`src/rv_cfg.svh`:
```
/* core configuration */
`ifndef RV_CFG_SVH
`define RV_CFG_SVH

// first fetch address
`define RV_RESET_PC 32'h0000_0000

// valid memory address bits, 128 KB
`define RV_MEM_AW 17

// i/o region, address bits 17:16 both set
`define RV_IO_BASE 32'h0003_0000

// offsets inside the i/o region
`define RV_IO_UART 32'h0000_0000  // byte out to uart
`define RV_IO_STOP 32'h0000_0004  // program stop

`endif

```
`src/rv_pkg.sv`:
```
/* rv32i core types */
package rv_pkg;

  typedef enum logic [3:0] {
    ALU_ADD,
    ALU_SUB,
    ALU_SLL,
    ALU_SLT,
    ALU_SLTU,
    ALU_XOR,
    ALU_SRL,
    ALU_SRA,
    ALU_OR,
    ALU_AND
  } alu_op_e;

  // instruction word layouts
  typedef struct packed {
    logic [6:0] funct7;
    logic [4:0] rs2;
    logic [4:0] rs1;
    logic [2:0] funct3;
    logic [4:0] rd;
    logic [6:0] opcode;
  } r_fmt_t;

  typedef struct packed {
    logic [11:0] imm;
    logic [4:0]  rs1;
    logic [2:0]  funct3;
    logic [4:0]  rd;
    logic [6:0]  opcode;
  } i_fmt_t;

  typedef struct packed {
    logic [6:0] imm_hi;
    logic [4:0] rs2;
    logic [4:0] rs1;
    logic [2:0] funct3;
    logic [4:0] imm_lo;
    logic [6:0] opcode;
  } s_fmt_t;

  typedef struct packed {
    logic       imm12;
    logic [5:0] imm10_5;
    logic [4:0] rs2;
    logic [4:0] rs1;
    logic [2:0] funct3;
    logic [3:0] imm4_1;
    logic       imm11;
    logic [6:0] opcode;
  } b_fmt_t;

  typedef struct packed {
    logic [19:0] imm31_12;
    logic [4:0]  rd;
    logic [6:0]  opcode;
  } u_fmt_t;

  typedef struct packed {
    logic       imm20;
    logic [9:0] imm10_1;
    logic       imm11;
    logic [7:0] imm19_12;
    logic [4:0] rd;
    logic [6:0] opcode;
  } j_fmt_t;

  typedef union packed {
    r_fmt_t r;
    i_fmt_t i;
    s_fmt_t s;
    b_fmt_t b;
    u_fmt_t u;
    j_fmt_t j;
  } instr_u;

  typedef struct packed {
    logic [4:0]  rd;
    logic [4:0]  rs1;
    logic [4:0]  rs2;
    logic [31:0] imm;
    alu_op_e     alu_op;
    logic        a_pc;           // operand a is the pc
    logic        a_zero;         // operand a is zero (lui)
    logic        b_imm;          // operand b is the immediate
    logic        is_load;
    logic        is_store;
    logic        mem_word;       // word access, else byte
    logic        load_unsigned;
    logic        is_branch;
    logic        is_jal;
    logic        is_jalr;
    logic        we;
  } dec_t;

  typedef struct packed {
    logic [31:0] addr;
    logic [31:0] wdata;
    logic        write;
    logic        size;  // 1 word, 0 byte
  } mem_req_t;

  typedef struct packed {
    logic [31:0] data;
  } mem_rsp_t;

endpackage

```
`src/alu.sv`:
```
/* integer alu */
`timescale 1ns/100ps

module alu (
  input  rv_pkg::alu_op_e i_op,
  input  logic [31:0]     i_a,
  input  logic [31:0]     i_b,
  input  logic [2:0]      i_funct3,  // branch condition
  output logic [31:0]     o_result,
  output logic            o_branch_taken
);

  logic [4:0] shamt;
  logic       lt;
  logic       ltu;

  assign shamt = i_b[4:0];
  assign lt    = $signed(i_a) < $signed(i_b);
  assign ltu   = i_a < i_b;

  always_comb begin
    case (i_op)
      rv_pkg::ALU_ADD:  o_result = i_a + i_b;
      rv_pkg::ALU_SUB:  o_result = i_a - i_b;
      rv_pkg::ALU_SLL:  o_result = i_a << shamt;
      rv_pkg::ALU_SLT:  o_result = {31'd0, lt};
      rv_pkg::ALU_SLTU: o_result = {31'd0, ltu};
      rv_pkg::ALU_XOR:  o_result = i_a ^ i_b;
      rv_pkg::ALU_SRL:  o_result = i_a >> shamt;
      rv_pkg::ALU_SRA:  o_result = $signed(i_a) >>> shamt;
      rv_pkg::ALU_OR:   o_result = i_a | i_b;
      rv_pkg::ALU_AND:  o_result = i_a & i_b;
      default:          o_result = 32'd0;
    endcase
  end

  always_comb begin
    case (i_funct3)
      3'b000:  o_branch_taken = (i_a == i_b);  // beq
      3'b001:  o_branch_taken = (i_a != i_b);  // bne
      3'b100:  o_branch_taken = lt;
      3'b101:  o_branch_taken = !lt;
      3'b110:  o_branch_taken = ltu;
      3'b111:  o_branch_taken = !ltu;
      default: o_branch_taken = 1'b0;
    endcase
  end

endmodule

```
`src/core_ctrl.sv`:
```
/* core sequencer */
`timescale 1ns/100ps
`include "rv_cfg.svh"

module core_ctrl (
  input  logic             clk_in,
  input  logic             i_reset,
  input  logic             i_pause,
  output logic             o_req_valid,
  output rv_pkg::mem_req_t o_req,
  input  logic             i_req_ready,
  input  logic             i_rsp_valid,
  input  rv_pkg::mem_rsp_t i_rsp,
  output rv_pkg::instr_u   o_instr,
  input  rv_pkg::dec_t     i_dec,
  input  logic [31:0]      i_rdata1,
  input  logic [31:0]      i_rdata2,
  output logic             o_rf_we,
  output logic [4:0]       o_rf_rd,
  output logic [31:0]      o_rf_wdata,
  output logic [31:0]      o_alu_a,
  output logic [31:0]      o_alu_b,
  output rv_pkg::alu_op_e  o_alu_op,
  input  logic [31:0]      i_alu_result,
  input  logic             i_branch_taken
);

  typedef enum logic [2:0] {S_FETCH, S_EXEC, S_MEM, S_WB, S_HALT} state_e;

  state_e         state;
  logic [31:0]    pc;
  logic [31:0]    next_pc_q;
  logic [31:0]    res_q;      // alu result, link or load data
  logic [31:0]    st_data_q;
  logic           waiting;    // request accepted, response pending
  rv_pkg::instr_u instr_q;
  logic [31:0]    load_val;
  logic [31:0]    pc_plus4;
  logic [31:0]    br_target;
  logic           is_stop;
  logic           rsp_done;

  assign pc_plus4  = pc + 32'd4;
  assign br_target = pc + i_dec.imm;
  assign is_stop   = i_dec.is_store && (res_q == (`RV_IO_BASE + `RV_IO_STOP));
  assign rsp_done  = waiting && i_rsp_valid;

  assign o_instr    = instr_q;
  assign o_alu_a    = i_dec.a_zero ? 32'd0 : (i_dec.a_pc ? pc : i_rdata1);
  assign o_alu_b    = i_dec.b_imm ? i_dec.imm : i_rdata2;
  assign o_alu_op   = i_dec.alu_op;
  assign o_rf_we    = (state == S_WB) && i_dec.we;
  assign o_rf_rd    = i_dec.rd;
  assign o_rf_wdata = res_q;

  always_comb begin
    if (state == S_MEM) begin
      o_req.addr  = res_q;
      o_req.wdata = st_data_q;
      o_req.write = i_dec.is_store;
      o_req.size  = i_dec.mem_word;
    end else begin
      o_req.addr  = pc;  // instruction fetch
      o_req.wdata = 32'd0;
      o_req.write = 1'b0;
      o_req.size  = 1'b1;
    end
  end

  always_comb begin
    if (i_dec.mem_word) begin
      load_val = i_rsp.data;
    end else if (i_dec.load_unsigned) begin
      load_val = {24'd0, i_rsp.data[7:0]};
    end else begin
      load_val = {{24{i_rsp.data[7]}}, i_rsp.data[7:0]};
    end
  end

  always_ff @(posedge clk_in) begin
    if (i_reset) begin
      state       <= S_FETCH;
      pc          <= `RV_RESET_PC;
      o_req_valid <= 1'b0;
      waiting     <= 1'b0;
    end else if (!i_pause) begin
      if (o_req_valid && i_req_ready) begin
        o_req_valid <= 1'b0;
        waiting     <= 1'b1;
      end
      case (state)
        S_FETCH: begin
          if (!o_req_valid && !waiting) begin
            o_req_valid <= 1'b1;  // first fetch after reset
          end else if (rsp_done) begin
            waiting <= 1'b0;
            state   <= S_EXEC;
          end
        end
        S_EXEC: begin
          if (i_dec.is_load || i_dec.is_store) begin
            o_req_valid <= 1'b1;
            state       <= S_MEM;
          end else begin
            state <= S_WB;
          end
        end
        S_MEM: begin
          if (rsp_done) begin
            waiting <= 1'b0;
            state   <= is_stop ? S_HALT : S_WB;
          end
        end
        S_WB: begin
          pc          <= next_pc_q;
          o_req_valid <= 1'b1;
          state       <= S_FETCH;
        end
        S_HALT: ;  // stopped for good
        default: state <= S_HALT;
      endcase
    end
  end

  always_ff @(posedge clk_in) begin
    if (!i_pause) begin
      if (state == S_FETCH && rsp_done) begin
        instr_q <= i_rsp.data;
      end
      if (state == S_EXEC) begin
        if (i_dec.is_jal) begin
          next_pc_q <= i_alu_result;
        end else if (i_dec.is_jalr) begin
          next_pc_q <= {i_alu_result[31:1], 1'b0};
        end else if (i_dec.is_branch && i_branch_taken) begin
          next_pc_q <= br_target;
        end else begin
          next_pc_q <= pc_plus4;
        end
        res_q     <= (i_dec.is_jal || i_dec.is_jalr) ? pc_plus4 : i_alu_result;
        st_data_q <= i_rdata2;
      end
      if (state == S_MEM && rsp_done && i_dec.is_load) begin
        res_q <= load_val;
      end
    end
  end

endmodule

```
`src/cpu.sv`:
```
/* rv32i cpu top */
`timescale 1ns/100ps

module cpu (
  input  logic        clk_in,
  input  logic        i_reset,
  input  logic        i_rdy_in,          // low pauses the core
  input  logic [7:0]  i_mem_din,
  output logic [7:0]  o_mem_dout,
  output logic [31:0] o_mem_a,
  output logic        o_mem_wr,          // 1 for write
  input  logic        i_io_buffer_full,  // uart buffer full
  output logic [31:0] o_dbgreg_dout
);

  logic             pause;
  logic             req_valid;
  logic             req_ready;
  logic             rsp_valid;
  rv_pkg::mem_req_t req;
  rv_pkg::mem_rsp_t rsp;
  rv_pkg::instr_u   instr;
  rv_pkg::dec_t     dec;
  logic [31:0]      rdata1;
  logic [31:0]      rdata2;
  logic             rf_we;
  logic [4:0]       rf_rd;
  logic [31:0]      rf_wdata;
  logic [31:0]      alu_a;
  logic [31:0]      alu_b;
  rv_pkg::alu_op_e  alu_op;
  logic [31:0]      alu_result;
  logic             branch_taken;

  assign pause = !i_rdy_in;

  mem_port mem_port0 (
    .clk_in      (clk_in),
    .i_reset     (i_reset),
    .i_pause     (pause),
    .i_io_full   (i_io_buffer_full),
    .i_req_valid (req_valid),
    .i_req       (req),
    .o_req_ready (req_ready),
    .o_rsp_valid (rsp_valid),
    .o_rsp       (rsp),
    .i_mem_din   (i_mem_din),
    .o_mem_dout  (o_mem_dout),
    .o_mem_a     (o_mem_a),
    .o_mem_wr    (o_mem_wr)
  );

  decoder decoder0 (
    .i_instr (instr),
    .o_dec   (dec)
  );

  alu alu0 (
    .i_op           (alu_op),
    .i_a            (alu_a),
    .i_b            (alu_b),
    .i_funct3       (instr.r.funct3),
    .o_result       (alu_result),
    .o_branch_taken (branch_taken)
  );

  reg_file reg_file0 (
    .clk_in    (clk_in),
    .i_reset   (i_reset),
    .i_pause   (pause),
    .i_we      (rf_we),
    .i_rd      (rf_rd),
    .i_wdata   (rf_wdata),
    .i_rs1     (dec.rs1),
    .i_rs2     (dec.rs2),
    .o_rdata1  (rdata1),
    .o_rdata2  (rdata2),
    .o_dbg_x10 (o_dbgreg_dout)
  );

  core_ctrl core_ctrl0 (
    .clk_in         (clk_in),
    .i_reset        (i_reset),
    .i_pause        (pause),
    .o_req_valid    (req_valid),
    .o_req          (req),
    .i_req_ready    (req_ready),
    .i_rsp_valid    (rsp_valid),
    .i_rsp          (rsp),
    .o_instr        (instr),
    .i_dec          (dec),
    .i_rdata1       (rdata1),
    .i_rdata2       (rdata2),
    .o_rf_we        (rf_we),
    .o_rf_rd        (rf_rd),
    .o_rf_wdata     (rf_wdata),
    .o_alu_a        (alu_a),
    .o_alu_b        (alu_b),
    .o_alu_op       (alu_op),
    .i_alu_result   (alu_result),
    .i_branch_taken (branch_taken)
  );

endmodule

```
`src/decoder.sv`:
```
/* instruction decoder */
`timescale 1ns/100ps

module decoder (
  input  rv_pkg::instr_u i_instr,
  output rv_pkg::dec_t   o_dec
);

  localparam logic [6:0] OP_LUI    = 7'b0110111;
  localparam logic [6:0] OP_AUIPC  = 7'b0010111;
  localparam logic [6:0] OP_JAL    = 7'b1101111;
  localparam logic [6:0] OP_JALR   = 7'b1100111;
  localparam logic [6:0] OP_BRANCH = 7'b1100011;
  localparam logic [6:0] OP_LOAD   = 7'b0000011;
  localparam logic [6:0] OP_STORE  = 7'b0100011;
  localparam logic [6:0] OP_IMM    = 7'b0010011;
  localparam logic [6:0] OP_REG    = 7'b0110011;

  // funct3 to alu op, alt selects sub and sra
  function automatic rv_pkg::alu_op_e alu_map(input logic [2:0] f3, input logic alt);
    rv_pkg::alu_op_e op;
    case (f3)
      3'b000:  op = alt ? rv_pkg::ALU_SUB : rv_pkg::ALU_ADD;
      3'b001:  op = rv_pkg::ALU_SLL;
      3'b010:  op = rv_pkg::ALU_SLT;
      3'b011:  op = rv_pkg::ALU_SLTU;
      3'b100:  op = rv_pkg::ALU_XOR;
      3'b101:  op = alt ? rv_pkg::ALU_SRA : rv_pkg::ALU_SRL;
      3'b110:  op = rv_pkg::ALU_OR;
      default: op = rv_pkg::ALU_AND;
    endcase
    return op;
  endfunction

  always_comb begin
    o_dec     = '0;  // unknown opcode stays a no-op
    o_dec.rd  = i_instr.r.rd;
    o_dec.rs1 = i_instr.r.rs1;
    o_dec.rs2 = i_instr.r.rs2;
    case (i_instr.r.opcode)
      OP_LUI: begin
        o_dec.imm    = {i_instr.u.imm31_12, 12'd0};
        o_dec.a_zero = 1'b1;
        o_dec.b_imm  = 1'b1;
        o_dec.we     = 1'b1;
      end
      OP_AUIPC: begin
        o_dec.imm   = {i_instr.u.imm31_12, 12'd0};
        o_dec.a_pc  = 1'b1;
        o_dec.b_imm = 1'b1;
        o_dec.we    = 1'b1;
      end
      OP_JAL: begin
        o_dec.imm    = {{11{i_instr.j.imm20}}, i_instr.j.imm20, i_instr.j.imm19_12,
                        i_instr.j.imm11, i_instr.j.imm10_1, 1'b0};
        o_dec.a_pc   = 1'b1;
        o_dec.b_imm  = 1'b1;
        o_dec.is_jal = 1'b1;
        o_dec.we     = 1'b1;
      end
      OP_JALR: begin
        o_dec.imm     = {{20{i_instr.i.imm[11]}}, i_instr.i.imm};
        o_dec.b_imm   = 1'b1;
        o_dec.is_jalr = 1'b1;
        o_dec.we      = 1'b1;
      end
      OP_BRANCH: begin
        o_dec.imm       = {{19{i_instr.b.imm12}}, i_instr.b.imm12, i_instr.b.imm11,
                           i_instr.b.imm10_5, i_instr.b.imm4_1, 1'b0};
        o_dec.is_branch = 1'b1;  // compare rs1 with rs2
      end
      OP_LOAD: begin
        o_dec.imm           = {{20{i_instr.i.imm[11]}}, i_instr.i.imm};
        o_dec.b_imm         = 1'b1;
        o_dec.is_load       = 1'b1;
        o_dec.mem_word      = (i_instr.i.funct3 == 3'b010);
        o_dec.load_unsigned = i_instr.i.funct3[2];
        o_dec.we            = 1'b1;
      end
      OP_STORE: begin
        o_dec.imm      = {{20{i_instr.s.imm_hi[6]}}, i_instr.s.imm_hi, i_instr.s.imm_lo};
        o_dec.b_imm    = 1'b1;
        o_dec.is_store = 1'b1;
        o_dec.mem_word = i_instr.s.funct3[1];
      end
      OP_IMM: begin
        o_dec.imm    = {{20{i_instr.i.imm[11]}}, i_instr.i.imm};
        o_dec.b_imm  = 1'b1;
        o_dec.alu_op = alu_map(i_instr.i.funct3,
                               (i_instr.i.funct3 == 3'b101) && i_instr.r.funct7[5]);
        o_dec.we     = 1'b1;
      end
      OP_REG: begin
        o_dec.alu_op = alu_map(i_instr.r.funct3, i_instr.r.funct7[5]);
        o_dec.we     = 1'b1;
      end
      default: ;
    endcase
  end

endmodule

```
`src/mem_port.sv`:
```
/* byte-serial memory port */
`timescale 1ns/100ps
`include "rv_cfg.svh"

module mem_port (
  input  logic             clk_in,
  input  logic             i_reset,
  input  logic             i_pause,
  input  logic             i_io_full,
  input  logic             i_req_valid,
  input  rv_pkg::mem_req_t i_req,
  output logic             o_req_ready,
  output logic             o_rsp_valid,
  output rv_pkg::mem_rsp_t o_rsp,
  input  logic [7:0]       i_mem_din,
  output logic [7:0]       o_mem_dout,
  output logic [31:0]      o_mem_a,
  output logic             o_mem_wr
);

  rv_pkg::mem_req_t req_q;
  logic        busy;       // address cycles in progress
  logic [1:0]  cnt;        // current byte
  logic [1:0]  last_idx;
  logic        rd_pend;    // a read byte returns this cycle
  logic [1:0]  rd_idx;
  logic        rd_last;
  logic [31:0] asm_q;      // read assembly
  logic [31:0] bus_addr;
  logic        is_uart;
  logic        stall;
  logic        step;

  assign last_idx = req_q.size ? 2'd3 : 2'd0;
  assign bus_addr = req_q.addr + {30'd0, cnt};
  assign is_uart  = (req_q.addr == (`RV_IO_BASE + `RV_IO_UART));
  assign stall    = req_q.write && is_uart && i_io_full;  // hold uart byte while full
  assign step     = busy && !i_pause && !stall;

  assign o_req_ready = !busy && !rd_pend && !o_rsp_valid;
  // only bits RV_MEM_AW:0 are decoded outside
  assign o_mem_a    = busy ? {{(31 - `RV_MEM_AW){1'b0}}, bus_addr[`RV_MEM_AW:0]} : 32'd0;
  assign o_mem_dout = busy ? req_q.wdata[{cnt, 3'b000} +: 8] : 8'd0;
  assign o_mem_wr   = step && req_q.write;
  assign o_rsp.data = asm_q;

  always_ff @(posedge clk_in) begin
    if (i_reset) begin
      busy        <= 1'b0;
      cnt         <= 2'd0;
      rd_pend     <= 1'b0;
      rd_idx      <= 2'd0;
      rd_last     <= 1'b0;
      o_rsp_valid <= 1'b0;
    end else if (!i_pause) begin
      rd_pend <= busy && !req_q.write;
      rd_idx  <= cnt;
      rd_last <= busy && !req_q.write && (cnt == last_idx);
      // load answers after its last byte, store after its last write
      o_rsp_valid <= (rd_pend && rd_last) ||
                     (step && req_q.write && (cnt == last_idx));
      if (step) begin
        if (cnt == last_idx) begin
          busy <= 1'b0;
        end else begin
          cnt <= cnt + 2'd1;
        end
      end else if (i_req_valid && o_req_ready) begin
        busy <= 1'b1;
        cnt  <= 2'd0;
      end
    end
  end

  always_ff @(posedge clk_in) begin
    if (!i_pause) begin
      if (i_req_valid && o_req_ready) begin
        req_q <= i_req;
      end
      if (rd_pend) begin
        asm_q[{rd_idx, 3'b000} +: 8] <= i_mem_din;  // little-endian
      end
    end
  end

endmodule

```
`src/reg_file.sv`:
```
/* register file */
`timescale 1ns/100ps

module reg_file (
  input  logic        clk_in,
  input  logic        i_reset,
  input  logic        i_pause,
  input  logic        i_we,
  input  logic [4:0]  i_rd,
  input  logic [31:0] i_wdata,
  input  logic [4:0]  i_rs1,
  input  logic [4:0]  i_rs2,
  output logic [31:0] o_rdata1,
  output logic [31:0] o_rdata2,
  output logic [31:0] o_dbg_x10
);

  logic [31:0] regs [32];  // entry 0 is never written

  assign o_rdata1  = regs[i_rs1];
  assign o_rdata2  = regs[i_rs2];
  assign o_dbg_x10 = regs[10];  // a0

  always_ff @(posedge clk_in) begin
    if (i_reset) begin
      for (int i = 0; i < 32; i++) begin
        regs[i] <= 32'd0;
      end
    end else if (!i_pause && i_we && (i_rd != 5'd0)) begin
      regs[i_rd] <= i_wdata;
    end
  end

endmodule

```
`config.mk`:
```
export PLATFORM = sky130hd
export DESIGN_NAME = cpu
export DESIGN_NICKNAME = d
export VERILOG_FILES = /design/src/rv_pkg.sv /design/src/alu.sv /design/src/core_ctrl.sv /design/src/cpu.sv /design/src/decoder.sv /design/src/mem_port.sv /design/src/reg_file.sv
export VERILOG_INCLUDE_DIRS = /design/src
export SDC_FILE = /design/constraint.sdc
export NUM_CORES = 2
export LEC_CHECK = 0
export BUFFER_PORTS_ARGS = -buffer_cell sky130_fd_sc_hd__buf_4
export CORE_UTILIZATION = 46
export DETAILED_ROUTE_END_ITERATION = 8
export MAX_ROUTING_LAYER = met4
export SYNTH_ARGS = -nofsm -noshare
export SYNTH_HDL_FRONTEND = slang
export SYNTH_SLANG_ARGS = --single-unit
```
`constraint.sdc`:
```
create_clock -name clk_in -period 9.5 [get_ports clk_in]
set_clock_uncertainty 0.2 [all_clocks]
set_input_delay 1.9 -clock clk_in [delete_from_list [all_inputs] [get_ports clk_in]]
set_output_delay 1.9 -clock clk_in [all_outputs]
set_load 0.03 [all_outputs]
```
======== Word level (Yosys, flattened, before mapping) ========
Memory sizes are Yosys's and may differ from the RTL's. A register that Yosys moved wholly into a read port is not among the register bits.
Cells that the tools add are included.
storage, ports and cells
  register bits ........................... 271
  RAM bits ................................ 1,024
  input port bits ......................... 12
  output and inout port bits .............. 73
  word-level logic and storage cells ...... 201
  memories kept ........................... 1
memory list
  name            depth  bits a word  rd ports  clocked after Yosys merged registers in  wr ports  RTL line        RTL
  reg_file0.regs  32     32           3         2                                        32        reg_file.sv:18  logic [31:0] regs [32];
operators by class
  $add $sub $neg .......................... 7
  order comparisons ....................... 2
  eq/ne operators ......................... 39
  shift operators ......................... 6
  muxes and demuxes ....................... 67
  bitwise operators ....................... 4
  reductions and logical operators ........ 56
operators with widths
  cell                                                                     number
  32-bit 2-to-1 mux                                                        12
  32-bit one-hot mux with 10 select lines                                  1
  32-bit one-hot mux with 5 select lines                                   1
  66-bit 2-to-1 mux                                                        1
  32-bit adder                                                             2
  32-bit by 18-bit == test with 1-bit output (second input constant)       2
  32-bit < comparator                                                      2
  4-bit one-hot mux with 7 select lines                                    2
  32-bit by 3-bit adder with 32-bit output (second input constant)         1
  32-bit bitwise AND                                                       1
  32-bit bitwise mux                                                       1
  32-bit == test                                                           1
  32-bit inequality test                                                   1
  32-bit bitwise OR                                                        1
  32-bit OR reduction                                                      1
  8-bit by 7-bit variable shift with 32-bit output (first input constant)  1
  32-bit by 6-bit variable part select with 8-bit output                   1
  8-bit by 7-bit variable part select with 32-bit output                   1
  32-bit by 5-bit left shift with 32-bit output                            1
  32-bit by 5-bit >> shifter with 32-bit output                            1
  32-bit by 5-bit >>> shifter with 32-bit output                           1
  32-bit subtractor                                                        1
  32-bit bitwise XOR                                                       1
  1-bit 2-to-1 mux                                                         30
  41 further kinds                                                         113

======== Longest topological paths before layout ========
  word-level depth ........................ 12
  mapped depth ............................ 27
  depth with buffers taken out ............ 21

======== Modules after synthesis ========
Synthesis repeated with hierarchy kept, for this count alone.
unflattened totals
  cell total of the unflattened synthesis .. 7,398
  area, all modules ....................... 79,882.9 µm²
modules (own cells, without submodules)
  module     instances  cells each  area an instance (µm²)  seq. area each (µm²)
  reg_file   1          4,607       55,638.4                30,749.5
  core_ctrl  1          1,114       10,461.3                4,584.4
  alu        1          1,243       8,360.5                 0.0
  mem_port   1          317         4,628.2                 3,103.0
  decoder    1          116         790.8                   0.0
  cpu        1          1           3.8                     0.0

======== Worst setup path after synthesis ========
No wires, ideal clock.
  path kind ............................... input -> register
  from .................................... input i_rdy_in
  to ...................................... register core_ctrl0.res_q[0] (netlist: core_ctrl0.o_rf_wdata[0]), enable pin
  setup time .............................. 0.388 ns
  data arrival time ....................... 7.469 ns
  required time ........................... 8.912 ns
  setup slack ............................. 1.443 ns
  cell stages on the path ................. 4
  buffers on the path ..................... 1
  cell sequence ........................... clkbuf_1 > nand2b_1 > nor3_1 > a21o_1
between the ends
  word-level cells in the longest chain between the ends .. 1
ends and longest elaborated chain
  what                           RTL line          RTL
  from (decl)                    cpu.sv:7          input logic i_rdy_in,
  2-bit AND reduction (no line)  n/a
  to (signal assigned)           core_ctrl.sv:140  res_q <= (i_dec.is_jal || i_dec.is_jalr) ? pc_plus4 : i_alu_result;
  to (signal assigned)           core_ctrl.sv:144  res_q <= load_val;
  to (decl)                      core_ctrl.sv:33   logic [31:0] res_q;
No other way between the ends.
A chain may end at the register's enable or synchronous reset.

==> results.toml <==
[timing]
tightest_slew_ns = 1.448
hold_violations = 0
slew_violations = 0
tns_ns = 0
fin_ws_ns = 1.244
finalSetupViolCount = 0
relSlewSlack_pct = 2.583
max_freq_mhz = 121.1
finalCritPeriodShare_pct = 86.90
whs_ns = 0.2516
fin_crit_ns = 8.256
rsz0062_at_grt = "no"

[clocking]
cts_resized = 0
clk-insertion-delay-late_ns = 0.81
post_cts_buffers = 0
cts_buffers = 143
cts_hold_buffers = 0
htreeDepth = 4
clock-root-buffer = "clkbuf_16"
path_clk_slew_ns = 0.06
cts_sinks = 1305
ctsLongestPathBuffers = 3
cts_tree = "yes"

[synth]
syn-instance-count = 6632
seq_area_frac_synth_pct = 48.88
synth_edf_count = 1250
avgSynthCellArea_sq_um = 11.92
ys_warn_count = 0
synth_area_sq_um = 79040
synthFlopType = "edfxtp_1"
ys_seq_elements = 1305
async_flop_share_pct = 0
synth_cell_types = 112

[worst_setup_path]
worstPathRequired_ns = 9.84
crit_type = "reg2reg"
critical-path-max-stage-delay_ns = 1.17
endpoint_kind = "flop"
crit_fanout = 105
cp.arrival_ns = 8.60
cpMaxStageDelayCell = "nor4_1"
cp-start-kind = "flop"
crit_chain = "buf_12 > buf_4 > mux2i_1 > a22oi_1 > a21oi_1 > nor4_1 > o221ai_1 > inv_1 > ha_1 > a21oi_1 > o21bai_1 > a32oi_1 > a31oi_1 > nor3_1 > o21ai_1 > xor2_1 > mux2i_1 > buf_4 > nor4_1 > o21ai_0 > o21a_1"

[power_and_ir_drop]
power-per-cell-area_nw_per_um2 = 151.9
pwr-share-clk_pct = 43.2
p_leak_nw = 33.06
cell_internal_pwr_mw = 10.01
seqPwrFrac_pct = 49.7
comb_power_share_pct = 7.0
p_switching_mw = 3.177
switching_share_pct = 24.09
finalPower_mw = 13.19
vdd_drop_max_v = 0.0001373

[detailed_routing]
wirelength_mm = 345.6
routedWlPerCell_um = 38.81
dr.pass1.iters = 8
route.detailed.drc = 0
drtAntennaViolNets = 0
vias = 60713
drtIter0Drc = 8993
routed_via_density = 6.817

[floorplanning]
die_area_sq_um = 173500
rows = 151
start_util_pct = 46.49
die_x_um = 416.5
io_pins = 85
core-area_sq_um = 170000
dieHeight_um = 416.5

[layout]
final_common_cell = "edfxtp_1"
final-seq-area_sq_um = 38660
drive_above_1_share_pct = 15.91
final_util_pct = 51.08
finalNetCount = 6694
syn_to_final_growth_pct = 9.884
fin_cells = 8906
multi_input_area_sq_um = 37710
layout_common_cells = "1250 x edfxtp_1, 1087 x and2_1, 711 x mux2i_1, 371 x a21oi_1, 297 x buf_4"
finalInstanceArea_sq_um = 86860
n_fill_cell = 14767

[place]
place_hpwl_mm = 223.0
io_buffer_count = 70
preCtsSetupSlack_ns = 1.579
routabilityCongestion = 1.127
placed_area_sq_um = 82080
dp_cells = 8612

[global_routing]
grt_util_all_layers_pct = 40.42
grt_pass1_vias = 58016
antenna_found_initial = 38
grt_pass1_wl_mm = 471.7
grt_max_degree = 106
grt_overflow = 0

[run]
cap_viol_max_count = 0

[outcome]
outcome = "complete, no violations"

[min_path]
hp-class = "reg2reg"
## synth_stat cells (28+ instances only)
library cell,count,share of area (%)
edfxtp_1,1250,47
and2_1,1089,8.6
mux2i_1,711,9.0
clkbuf_1,385,1.8
a21oi_1,373,2.4
nor2_1,297,1.4
a22oi_1,294,2.8
mux4_2,292,8.3
nand2_1,275,1.3
ha_1,139,2.2
inv_1,124,0.59
o21ai_0,103,0.65
mux2_2,78,1.1
nor3_1,73,0.46
a21o_1,58,0.55
buf_4,58,0.55
buf_2,57,0.36
dfxtp_1,55,1.4
nand3_1,55,0.35
nor4_1,54,0.43
xnor2_1,50,0.55
or2_2,48,0.38
buf_1,47,0.22
o221ai_1,45,0.50
buf_6,41,0.58
o22ai_1,38,0.30
xor2_1,37,0.41
a211oi_1,33,0.31
nand4_1,31,0.25
a221oi_1,29,0.32
o21a_1,28,0.27
## power by group through the flow
| stage | registers [mW] | clock network, mW | logic, mW |
|---|---|---|---|
| floorplan | 6.64 | 0 | 0.510 |
| global placement | 6.67 | 0 | 0.893 |
| detailed placement | 6.68 | 0 | 0.892 |
| CTS | 6.56 | 5.72 | 0.895 |
| global route | 6.57 | 5.92 | 0.942 |
| finish | 6.56 | 5.70 | 0.925 |
## final cells by class
type | instances | share of cell area (%)
diodes | 31 | 0.08931
clock buffers | 189 | 4.500
clock inverters | 74 | 0.9162
inverters | 132 | 0.5805
multi-input cells | 4650 | 43.42
flip-flops and latches | 1305 | 44.51
well taps | 2218 | 3.195
repair buffers | 307 | 2.798
## layer usage
| layer | routed length, um | track usage (%) | up-vias |
|---|---|---|---|
| li1 | - | - | 24733 |
| met1 | 124100 | 48.05 | 30490 |
| met2 | 155900 | 60.89 | 4351 |
| met3 | 36680 | 8.580 | 1139 |
| met4 | 28970 | 29.40 | 0 |
| met5 | 0 | - | - |
## state kept, by name, indices dropped and copies added (netlist names), named ones only
name	flops
core_ctrl0.o_instr	32
core_ctrl0.waiting	1
mem_port0.rd_pend	1
mem_port0.o_rsp_valid	1
mem_port0.cnt	2
mem_port0.rd_idx	2
core_ctrl0.state	3
mem_port0.busy	1
core_ctrl0.o_req_valid	1
mem_port0.req_q	66
mem_port0.o_rsp	32
core_ctrl0.o_rf_wdata	32
core_ctrl0.st_data_q	32
core_ctrl0.pc	32
core_ctrl0.next_pc_q	32
mem_port0.rd_last	1
reg_file0.regs	1024
## cells by family after synthesis
group | share of synthesized area [%]
compound gates | 10.49
fa+ha+maj | 2.302
other cells | 0.004744
flops | 48.88
xor+xnor | 0.9640
simple gates | 14.59
mux | 18.55
buf+inv | 4.230
## worst max-delay path, delay by kind of cell, from the launching register on
family	cells	cell delay, ns
AND/OR/NAND/NOR	3	2.56
AO/OA/AOI/OAI	10	2.15
buffers and inverters	4	1.31
flip-flops	1	0.64
adder cells (fa/ha/maj)	1	0.41
XOR/XNOR	1	0.27
multiplexers	2	0.22
## final timing paths
kind / from / to / slack (ns) / cells after the start
setup / recovery: flop / core_ctrl0.next_pc_q[20]$_DFFE_PP_ / 1.24 / 21
hold / removal: mem_port0.o_rsp[30]$_DFFE_PP_ / core_ctrl0.o_instr[30]$_DFFE_PP_ / 0.25 / 0
setup reg to reg: flop / core_ctrl0.next_pc_q[20]$_DFFE_PP_ / 1.24 / 21
hold reg to reg: mem_port0.o_rsp[30]$_DFFE_PP_ / core_ctrl0.o_instr[30]$_DFFE_PP_ / 0.25 / 0
Note: power is estimated with default switching activity, not from simulation.
